## src/rtl/l1d_cfg.svh

```systemverilog
// sizes of the L1 data cache
// the buffer and queue depths must be powers of two
`ifndef L1D_CFG_SVH
`define L1D_CFG_SVH

`define L1D_ADDR_BITS    16
`define L1D_WORD_BITS    64
`define L1D_LINE_WORDS   4
`define L1D_LINES        16
`define L1D_OFFSET_BITS  5
`define L1D_INDEX_BITS   4
`define L1D_TAG_BITS     6
`define L1D_REQ_CREDITS  4
`define L1D_MSHRS        2
`define L1D_MSHR_DEPTH   4
`define L1D_RESP_DEPTH   4

`endif

```

## src/rtl/l1d_pkg.sv

```systemverilog
// request, response and lower cache types shared by the L1 data cache
// addresses are physical byte addresses, words are 64-bit aligned
`include "l1d_cfg.svh"

package l1d_pkg;

  typedef logic [`L1D_ADDR_BITS-`L1D_OFFSET_BITS-1:0] l1d_laddr_t;
  typedef logic [`L1D_LINE_WORDS*`L1D_WORD_BITS-1:0] l1d_line_t;
  typedef logic [$clog2(`L1D_LINE_WORDS)-1:0] l1d_woff_t;

  typedef struct packed {
    logic                        we;
    logic [`L1D_ADDR_BITS-1:0]   addr;
    logic [`L1D_WORD_BITS-1:0]   data;
    logic [`L1D_TAG_BITS-1:0]    tag;
  } l1d_req_t;

  // request after address split, also the MSHR queue entry
  typedef struct packed {
    logic                        we;
    l1d_laddr_t                  line_addr;
    logic [`L1D_INDEX_BITS-1:0]  index;
    l1d_woff_t                   word;
    logic [`L1D_WORD_BITS-1:0]   data;
    logic [`L1D_TAG_BITS-1:0]    tag;
  } l1d_dreq_t;

  typedef struct packed {
    logic [`L1D_TAG_BITS-1:0]    tag;
    logic                        we;
    logic [`L1D_WORD_BITS-1:0]   data;
  } l1d_resp_t;

  typedef struct packed {
    logic                        we;
    l1d_laddr_t                  line_addr;
    l1d_line_t                   line;
  } l1d_lc_req_t;

  typedef struct packed {
    l1d_laddr_t                  line_addr;
    l1d_line_t                   line;
  } l1d_fill_t;

  typedef enum logic [2:0] {
    ST_IDLE,
    ST_SEND_READ,
    ST_EVICT,
    ST_FILL,
    ST_REPLAY
  } l1d_state_e;

endpackage

```

## src/rtl/l1d_mshr_file.sv

```systemverilog
// miss status holding registers, each one line address plus an in-order queue
// an MSHR stays valid exactly while its queue holds entries
// enq and deq never target the same MSHR in one cycle
`timescale 1ns/1ns
`include "l1d_cfg.svh"

module l1d_mshr_file import l1d_pkg::*; (
  input  logic       clk_in,
  input  logic       rst_in,
  input  l1d_laddr_t lookup_line,
  input  logic       enq,
  input  l1d_dreq_t  enq_req,
  input  l1d_laddr_t fill_line,
  input  logic       deq,
  output logic       match,
  output logic       match_full,
  output logic       free_avail,
  output logic       fill_head_valid,
  output l1d_dreq_t  fill_head
);
  localparam int M = `L1D_MSHRS;
  localparam int D = `L1D_MSHR_DEPTH;
  localparam int QP = $clog2(D);
  localparam int MI = $clog2(M);

  logic [M-1:0] valid_q;
  l1d_laddr_t line_q [M];
  l1d_dreq_t q_mem [M][D];
  logic [QP-1:0] head_q [M];
  logic [QP:0] cnt_q [M];
  logic [M-1:0] hit_vec;
  logic [M-1:0] fhit_vec;
  logic [MI-1:0] hit_idx;
  logic [MI-1:0] free_idx;
  logic [MI-1:0] fill_idx;
  logic [MI-1:0] enq_idx;
  logic dup;

  // descending scan so the lowest free MSHR wins
  always_comb begin
    hit_idx = '0;
    free_idx = '0;
    fill_idx = '0;
    for (int i = M - 1; i >= 0; i--) begin
      hit_vec[i] = valid_q[i] && (line_q[i] == lookup_line);
      fhit_vec[i] = valid_q[i] && (line_q[i] == fill_line);
      if (hit_vec[i]) begin
        hit_idx = MI'(i);
      end
      if (fhit_vec[i]) begin
        fill_idx = MI'(i);
      end
      if (!valid_q[i]) begin
        free_idx = MI'(i);
      end
    end
  end

  assign match = |hit_vec;
  assign match_full = (cnt_q[hit_idx] == (QP+1)'(D));
  assign free_avail = ~&valid_q;
  assign enq_idx = match ? hit_idx : free_idx;
  assign fill_head_valid = |fhit_vec;
  assign fill_head = q_mem[fill_idx][head_q[fill_idx]];

  always_ff @(posedge clk_in) begin
    if (enq) begin
      q_mem[enq_idx][head_q[enq_idx] + cnt_q[enq_idx][QP-1:0]] <= enq_req;
      if (!match) begin
        line_q[enq_idx] <= enq_req.line_addr;
      end
    end
  end

  always_ff @(posedge clk_in or posedge rst_in) begin
    if (rst_in) begin
      valid_q <= '0;
      for (int i = 0; i < M; i++) begin
        head_q[i] <= '0;
        cnt_q[i] <= '0;
      end
    end else begin
      if (enq) begin
        valid_q[enq_idx] <= 1'b1;
        cnt_q[enq_idx] <= cnt_q[enq_idx] + 1'b1;
      end
      if (deq) begin
        head_q[fill_idx] <= head_q[fill_idx] + 1'b1;
        cnt_q[fill_idx] <= cnt_q[fill_idx] - 1'b1;
        // last waiter leaves, MSHR is free again
        if (cnt_q[fill_idx] == (QP+1)'(1)) begin
          valid_q[fill_idx] <= 1'b0;
        end
      end
    end
  end

  always_comb begin
    dup = 1'b0;
    for (int i = 0; i < M; i++) begin
      for (int j = i + 1; j < M; j++) begin
        if (valid_q[i] && valid_q[j] && (line_q[i] == line_q[j])) begin
          dup = 1'b1;
        end
      end
    end
  end

  // secondary misses must merge, never open a second MSHR for a line
  a_unique_lines: assert property (@(posedge clk_in) disable iff (rst_in) !dup);
endmodule

```

## config.mk

```make
export PLATFORM = sky130hd
export DESIGN_NAME = l1d_mshr_file
export DESIGN_NICKNAME = d
export VERILOG_FILES = /design/src/rtl/l1d_pkg.sv /design/src/rtl/l1d_mshr_file.sv
export VERILOG_INCLUDE_DIRS = /design/src /design/src/rtl
export SDC_FILE = /design/constraint.sdc
export NUM_CORES = 1
export LEC_CHECK = 0
export ABC_AREA = 1
export BUFFER_PORTS_ARGS = -buffer_cell sky130_fd_sc_hd__buf_4
export CORE_MARGIN = 5
export CORE_UTILIZATION = 35
export DETAILED_ROUTE_END_ITERATION = 6
export SLEW_MARGIN = 20
export SYNTH_ARGS = -nofsm -noshare
export SYNTH_HDL_FRONTEND = slang
export SYNTH_SLANG_ARGS = --single-unit
```

## constraint.sdc

```tcl
create_clock -name clk_in -period 9.1 [get_ports clk_in]
set_input_delay 0.455 -clock clk_in [delete_from_list [all_inputs] [get_ports clk_in]]
set_output_delay 0.455 -clock clk_in [all_outputs]
set_load 0.03 [all_outputs]
```

== Word-level counts from Yosys, hierarchy flattened ==
Memories as Yosys holds them, arrays and structs flattened.
Cells that the tools add are included.
W data, S select, Z words.
Storage, ports and cells
  bits in writable memories: 726
  memories kept: 2
  output and inout port bits: 92
  flip-flop bits (word level): 12
  logic and storage cells: 100
  bits of input ports: 114
Operators by class
  $lt $le $gt $ge: 12
  muxes and demuxes: 50
  add/subtract/negate cells: 4
  equality and inequality tests: 6
  bitwise gates (word level): 8
  reduce and logical (&&, ||, !) cells: 13
Memory list
  q_mem: depth 2, bits a word 352, rd ports 1, clocked after memory_dff 0, write ports 1, RTL line l1d_mshr_file.sv:28  | l1d_dreq_t q_mem [M][D];
  line_q: depth 2, bits a word 11, rd ports 2, clocked after memory_dff 0, write ports 1, RTL line l1d_mshr_file.sv:27  | l1d_laddr_t line_q [M];
Operator list (number)
  $mux W352: 1
  $mux W88: 3
  $bmux W88 S2: 1
  $demux W88 S2: 1
  $eq A11 B11 Y1: 4
  $mux W3: 11
  $mux W2: 10
  $mux W1: 13
  $bwmux W6: 2
  $mux W6: 2
  $logic_and A1 B1 Y1: 9
  $demux W3 S1: 2
  $ge A2 B2 Y1 const B: 3
  $ge A3 B3 Y1 const B: 2
  $not A1 Y2: 3
  $not A2 Y3: 2
  $bwmux W4: 1
  $lt A1 B2 Y1 const B: 2
  $lt A2 B1 Y1 const B: 2
  $reduce_or A2 Y1: 2
  $add A3 B1 Y3 const B: 1
  $eq A3 B1 Y1 const B: 1
  $eq A3 B3 Y1 const B: 1
  $lt A3 B1 Y1 const B: 1
  other kinds (11): 13

== Logic depth before layout (Yosys ltp) ==
Gate-level depths: netlist (run 1).
  word-level depth: 16
  gate-level depth with buffers: 23
  gate-level depth less buffers: 20

== Worst setup path after synthesis (run 1) ==
OpenSTA, ideal clock, no wires.
  kind: input-to-reg
  start point: input port lookup_line[3]
  end point: memory q_mem[0][100] in the netlist's numbering, enable pin
  library setup time: 535 ps
  path slack: 2976 ps
  arrival time: 5589 ps
  required time: 8565 ps
  path buffers: 0
  stages: 16
  cell sequence: inv_1 -> nand2_1 -> nand2_1 -> nor2_1 -> nand2_1 -> nor2_1 -> nand2_1 -> nand2_1 -> nand2_1 -> inv_2 -> nand2_1 -> nand2_1 -> ha_1 -> nor2_1 -> nand3_1 -> nor2_1
Between the ends
  longest elaborated chain between the ends: 16
Ends and longest elaborated chain
  start, declared: RTL line l1d_mshr_file.sv:10  | input l1d_laddr_t lookup_line,
  $eq A11 B11 Y1: RTL line l1d_mshr_file.sv:45  | hit_vec[i] = valid_q[i] && (line_q[i] == lookup_line);
  $logic_and A1 B1 Y1: RTL line l1d_mshr_file.sv:45
  $mux W1 (2 in a row): RTL line l1d_mshr_file.sv:47  | if (hit_vec[i]) begin
  $mux W1 (*): RTL line l1d_mshr_file.sv:62  | assign enq_idx = match ? hit_idx : free_idx;
  $not A1 Y2 (not written as such): RTL line l1d_mshr_file.sv:68  | q_mem[enq_idx][head_q[enq_idx] + cnt_q[enq_idx][QP-1:0]] <= enq_req;
  $mux W2 (not written as such) or $mux W3 (tied branches) (3 in a row)
  $add A2 B2 Y2: RTL line l1d_mshr_file.sv:68
  $not A2 Y3 (not written as such): RTL line l1d_mshr_file.sv:68
  $ge A3 B3 Y1 (not written as such) or $lt A3 B1 Y1 (tied branches): RTL line l1d_mshr_file.sv:68
  $logic_and A1 B1 Y1 (not written as such): RTL line l1d_mshr_file.sv:68
  $mux W88 (not written as such): RTL line l1d_mshr_file.sv:68
  $demux W88 S2: RTL line l1d_mshr_file.sv:68
  $mux W352 (not written as such): RTL line l1d_mshr_file.sv:68
  end, declared: RTL line l1d_mshr_file.sv:28
Mark *: on every way between the ends. The rest lies on a longest branch, timed or not. The select of a mux whose other input is x is not followed.

==> results of run 1 <==
-- per-layer routing --
layer  vias up  track usage, %  wire, um
met5         -               0        12
met4         2            4.34      1540
met3       125            3.15      4140
met2       450            27.7     37900
met1      9363            22.7     34300
li1       9215               -         -
-- area by class of cell --
cell class                 instances  area (sq um)  share of cell area (%)
clock buffer                     103          2150                    6.12
inverter                          65           259                   0.736
clock inverter                    44           390                    1.11
timing repair buffer             231          1830                    5.19
tap                             1144          1430                    4.07
sequential                       738         22100                    62.8
antenna                            7          17.5                  0.0498
multi-input combinational       1587          7000                    19.9
-- how the worst min path moves through the flow --
| stage | end | slack (ns) | cells past startpoint |
|---|---|---|---|
| after floorplan | cnt_q[0] | 0.32 | 1 |
| after global placement | cnt_q[3] | 0.52 | 1 |
| after detailed placement | cnt_q[3] | 0.52 | 1 |
| after CTS | q_mem[0][185] | 0.03 | 1 |
| after global routing | q_mem[1][186] | 0.04 | 1 |
| final | q_mem[1][272] | 0.07 | 1 |
-- critical path, delay by kind of cell, from the launching register on --
family	cells	cell delay, ns
AOI/OAI and AO/OA	1	0.05
buffers and inverters	6	2.51
DFF	1	0.46
and+or+nand+nor	8	1.69
-- per-stage QoR --
stage          area (sq um)  setup slack (ns)  power, W  utilization (%)
4_1_cts               35100              3.00   0.00935             41.3
5_1_grt               35200              2.71   0.00965             41.4
3_3_place_gp          32500              3.46   0.00620             38.3
3_5_place_dp          32600              3.60   0.00621             38.3
6_report              35200              3.17   0.00923             41.4
2_1_floorplan         30000              2.98   0.00546                -
-- repair_timing --
item | in CTS | in global routing
hold buffers | 1 | 0
endpoints found under the setup margin | 0 | 0
hold endpoints to repair | 12 | 0
-- power breakdown --
part | switching [W] | internal (W)
sequential | 0.0000853 | 0.00419
combinational | 0.00131 | 0.000514
clock | 0.00131 | 0.00182
total | 0.00271 | 0.00652
-- logic make-up after synthesis --
group           Yosys count  synth area share, %
compound gates           36                0.764
xor+xnor                 16                0.468
fa+ha+maj                 3                0.125
buf+inv                 201                 3.10
flops                   738                 73.8
simple gates           1532                 21.8
-- placed cells by master, fill, tap and decap left out, drive strengths merged, types with 3 or more instances in the layout --
cell type / Yosys / routed
xor2: 11 / 11
a21oi: 4 / 4
diode: 0 / 7
nand2: 909 / 909
nand4: 5 / 5
ha: 3 / 3
bufinv: 0 / 5
o21ai: 22 / 22
dfrtp: 12 / 12
inv: 65 / 67
buf: 102 / 230
nor3: 6 / 6
clkbuf: 34 / 103
xnor2: 5 / 5
clkinv: 0 / 35
nor3b: 4 / 4
edfxtp: 726 / 726
nor2: 46 / 46
nand3: 556 / 556
nand3b: 5 / 5
-- state kept, by name, indices dropped and copies added, names as in the netlist --
name / count
head_q: 4
line_q: 22
q_mem: 704
cnt_q: 6
valid_q: 2
==> metrics, run 1 <==
Synth cell types 35; CTS Buf Count 81; FF-to-FF Start line_q[0][0]; CP Capture Point fill_head[5]; clock buffer depth 3; Highest Clock Rate ~170 MHz; Worst setup EP type output port; Yosys reg bits roughly 740; endpoints failing hold 0; GRT Residual Overflow 0; routed wire length roughly 78000 um; Post-CTS Resized 0; crit-path cells inv_2 > nor2_1 > nor3b_1 > nand2_1 > nor2_1 > nand2_1 > nand2_8 > buf_12 > o21ai_4 > buf_4 > inv_4 > buf_4 > nand3_1 > nand2_1 > buf_4; max incr delay on CP about 0.84 ns; Critical Setup Path Class reg2out; most common library cells after synthesis nand2_1, edfxtp_1, nand3_1; EDFF count, synth about 730; initial DRC count 1567; port bufs roughly 200; top cells by area, synth edfxtp_1, nand2_1, nand3_1; Seq/Total Area, Yosys 73.8%; Area growth syn-to-layout 17.4%; Worst EP required 8.65 ns; Via Count around 19k; clk slew on worst S/H paths 0.06 ns; slowest cell on the critical path buf_4; GP Congestion 0.811; Setup Fix Bufs, Post-CTS 0; most frequent cell after synthesis nand2_1; Fin Clk Skew between 0.03 and 0.04 ns; Die Span Y 303 um; I/O pin cnt between 200 and 250; Tmin final between 5 and 6 ns; clock sink count 738; WL/cell around 20 um; Slew Limit Fails 0; final net count around 2.8k; Lkg Pwr about 13 nW; Total GRT Usage around 17%; Worst Path Arrival about 5.5 ns; initial antenna violation count 9; Avg Cell Area, Syn roughly 12 sq um; largest net degree at the start of global routing 230; vias in the first global route 18.7k; CP startpoint kind flip-flop; Final Cycle Share between 60% and 70%; Mapped Area 0.0300 sq mm; H-tree Lvls 3; Layout Cells excl Fill 3919; # rows roughly 110; status finished clean; Critical Path Source line_q[0][1]; PD cells about 260 mW/mm^2; core area ~0.085 sq mm; worst rel slew slack 25.5%; Via density about 4.9; FF-to-FF setup slack approximately 3.9 ns; antenna viol nets, final 0; Synth async-reset ratio around 1.6%; Reg2Reg Depth 15; worst skew pair latency 0.62 ns; max-cap viol count 0; die area 0.0916 sq mm; first-pass GRT wire length between 100000 and 150000 um; RSZ-0062 raised after global routing no; Post-Synthesis Net Count 2643; top cell type's share of synthesized area 72.8%; HPWL reported at the end of detailed placement approximately 43000 um; final setup TNS 0 ns; peak fanout along the critical path approximately 180; cell taking the most area after synthesis edfxtp_1; FF-to-FF End q_mem[1][338]; CTS tree built; Die Span X between 300 and 400 um; Slew @ Worst Pin roughly 1.1 ns; root buf cell clkbuf_16; drt first pass iters 5; Gate Count Post-Synth ~2.5k; share of cells above drive strength 1 between 10% and 20%; initial core utilization a little over a third; DP Cell Count between 3k and 4k; Synth warnings 0; Residual DRC 0; Filler Cell Count a little under 8k; type of the worst min-delay path in2reg; peak supply drop ~0.00016 V; top_reg_cell synth edfxtp_1; Worst Hold Margin between 0.07 and 0.08 ns; final setup fails 0; HP Start enq_req[8]
Note: power is estimated with default switching activity, not from simulation.
==> run 2, diff against run 1 <==
==> constraint.sdc (replaced) <==
create_clock -name clk_in -period 5.1 [get_ports clk_in]
set_input_delay 0.255 -clock clk_in [delete_from_list [all_inputs] [get_ports clk_in]]
set_output_delay 0.255 -clock clk_in [all_outputs]
set_load 0.03 [all_outputs]
==> run 2 against run 1 <==
Flip-flop and latch count stayed put; hold slack better by 0.012 ns; count of clock-buffer cells in the layout is 5 higher; clock skew is 0.013 ns lower; clock power is 76% higher; critical endpoint is now fill_head[70]; largest cell class unchanged.
==> metrics, run 2 (synthesis results as in run 1) <==
share of cells above drive strength 1 13.1% (-0.10 points); worst rel slew slack 20.5% (-5.0 points); met2 Use GR 27.1% (-0.65 points); DP Cell Count 3776 (+0.37%); Worst EP required 4.85 ns (-3.80 ns); endpoints failing hold 0 (unchanged); initial core utilization 35.2% (unchanged); HP Start enq; clock sink count 738 (unchanged); Via Count 19.6k (+2.6%); peak fanout along the critical path 126 (-30%); Setup Fix Bufs, Post-CTS 0 (unchanged); Highest Clock Rate between 200 and 250 MHz; RSZ-0062 raised after global routing no; GRT Residual Overflow 0 (unchanged); HPWL reported at the end of detailed placement 42500 um (-1.8%); peak supply drop 0.000275 V (+76%); Lkg Pwr 13.5 nW (+3.4%); Via density 4.89 (+0.15%); H-tree Lvls 3 (unchanged); Final Cycle Share about 84%; hold-critical path depth 4 (+3); Residual DRC 0 (unchanged); Tmin final ~4.3 ns; routing usage on met1 23.6% (+0.84 points); GR peak layer met2; FF-to-FF Start line_q[0][3]; Crit path max-delay family simple AND/OR/NAND/NOR gates; final net count 2921 (+3.5%); Worst setup EP type output port; worst skew pair latency 0.61 ns (about the same); die area 0.0916 sq mm (unchanged); CP startpoint kind flip-flop; Critical Setup Path Class reg2out; most frequent cells in the layout nand2_1, edfxtp_1, nand3_1; Crit path top cell by count nand2_1; CTS Buf Count 81 (unchanged); PD cells 455 mW/mm^2 (+73%); Power, Total 0.0165 W (+79%); slowest cell on the critical path inv_8; Worst Path Arrival 4.04 ns (-1.43 ns); Die Span X 303 um (unchanged); max incr delay on CP 0.63 ns (-0.21 ns); clock buffer depth 3 (unchanged); GP Congestion 0.827 (+2.0%); CP bufs+invs 3 (-3); FF-to-FF End q_mem[1][125]; Reg2Reg Depth 15 (unchanged); antenna viol nets, final 0 (unchanged); largest net degree at the start of global routing 192 (-17%); Die Span Y 303 um (unchanged); port bufs 205 (unchanged); core area 0.0850 sq mm (unchanged); # rows 107 (unchanged); CTS tree built; WL/cell 19.3 um (-2.8%); met3 Track Usage GR 2.84% (-0.31 points); max reg flops 704 (unchanged); initial DRC count 1518 (-3.1%); initial antenna violation count 7 (-2); I/O pin cnt 206 (unchanged); crit-path cells nand2_1 > nand3_1 > nor3_1 > nand2_1 > nor2_2 > nand2_8 > inv_8 > buf_4 > nand2_1 > nand3_1 > nand3_1 > nand2_1 > buf_4; first-pass GRT wire length 119000 um (+1.2%); FF-to-FF setup slack 1.19 ns (-2.73 ns); root buf cell clkbuf_16; Total GRT Usage 16.7% (+0.030 points); Area growth syn-to-layout 21.0%; commonest non-fill, non-tap cell in the layout nand2_1; final setup fails 0 (unchanged); status finished clean; Layout Cells excl Fill 4014 (+2.4%); max-cap viol count 0 (unchanged); clk slew on worst S/H paths 0.06 ns (about the same); hold worst-path end cnt_q[3]; Slew Limit Fails 0 (unchanged); routed wire length 77500 um (-0.46%); drt first pass iters 7 (+2); vias in the first global route 19.3k (+3.5%); Slew @ Worst Pin 1.19 ns (+0.0755 ns); type of the worst min-delay path in2reg; Fin Clk Skew 0.0215 ns (-0.0125 ns)
==> run 2: changes by cell type in the layout (fill, tap and decap cells not counted), sizes merged <==
cell	change
diode	-3
buf	+12
clkinv	-9
clkinvlp	+1
inv	+2
clkbuf	+5
bufinv	-1
dlygate4sd3	+88
==> run 2: metal layers <==
layer	wire (um)	vias to the layer above	share of wire [%]
met3	4060	103	5.2
met4	1670	6	2.2
met1	35300	9604	45
li1	-	9411	-
met2	36500	524	47
met5	41	-	0.053
==> run 2: stage by stage <==
step           worst slack, ns  utilization [%]  hold WS, ns  TNS [ns]  instance area (sq um)
3_3_place_gp              1.13             38.7        0.325         0                  32900
6_report                 0.803             42.7       0.0858         0                  36300
5_1_grt                  0.477             42.7        0.107         0                  36300
3_5_place_dp              1.20             38.7        0.332         0                  32900
4_1_cts                  0.830             42.6       0.0367         0                  36300
2_1_floorplan           -0.974                -        0.120   -506.27                  30000
==> run 2: final cells by class <==
class | count | area [sq um]
clock inverter | 37 | 298
inverter | 65 | 259
multi-input combinational | 1587 | 7000
fill | 7882 | 48700
clock buffer | 108 | 2180
tap | 1144 | 1430
timing repair buffer | 331 | 2980
sequential | 738 | 22100
antenna | 4 | 10.0
==> run 2: worst max-delay path by stage <==
stage	start	to	depth (start not counted)
2_1_floorplan	line_q[1][3]	q_mem[0][100]	15
3_3_place_gp	line_q[0][3]	q_mem[1][127]	15
3_5_place_dp	line_q[0][3]	q_mem[1][122]	15
4_1_cts	line_q[1][0]	fill_head[70]	13
5_1_grt	line_q[1][0]	fill_head[70]	13
6_report	line_q[1][0]	fill_head[70]	13
==> run 2: worst reg2reg max path, cell delays in order, from the launching register on <==
cell and delay [ns]:
edfxtp_1 0.42, nand2_1 0.15, o21ai_0 0.14, nand3b_1 0.20
nor2_1 0.13, nand2_1 0.16, nand2_1 0.11, buf_4 0.24
inv_2 0.16, nand2_1 0.11, nand2_1 0.10, ha_1 0.32
nor2_1 0.16, nand3_1 0.20, nor2_4 0.61, buf_12 0.34
==> run 2: timing repair <==
item / CTS / global route
endpoints found under the setup margin: 0 / 0
hold buffers: 89 / 0
resized for setup: 0 / 0
hold endpoints to repair: 738 / 0
==> run 2: where the power goes <==
group	leakage [nW]	total (W)	switching [W]	internal [W]
Clock	1.20	0.00550	0.00229	0.00321
Combinational	5.53	0.00338	0.00235	0.00103
Sequential	6.74	0.00761	0.000154	0.00746
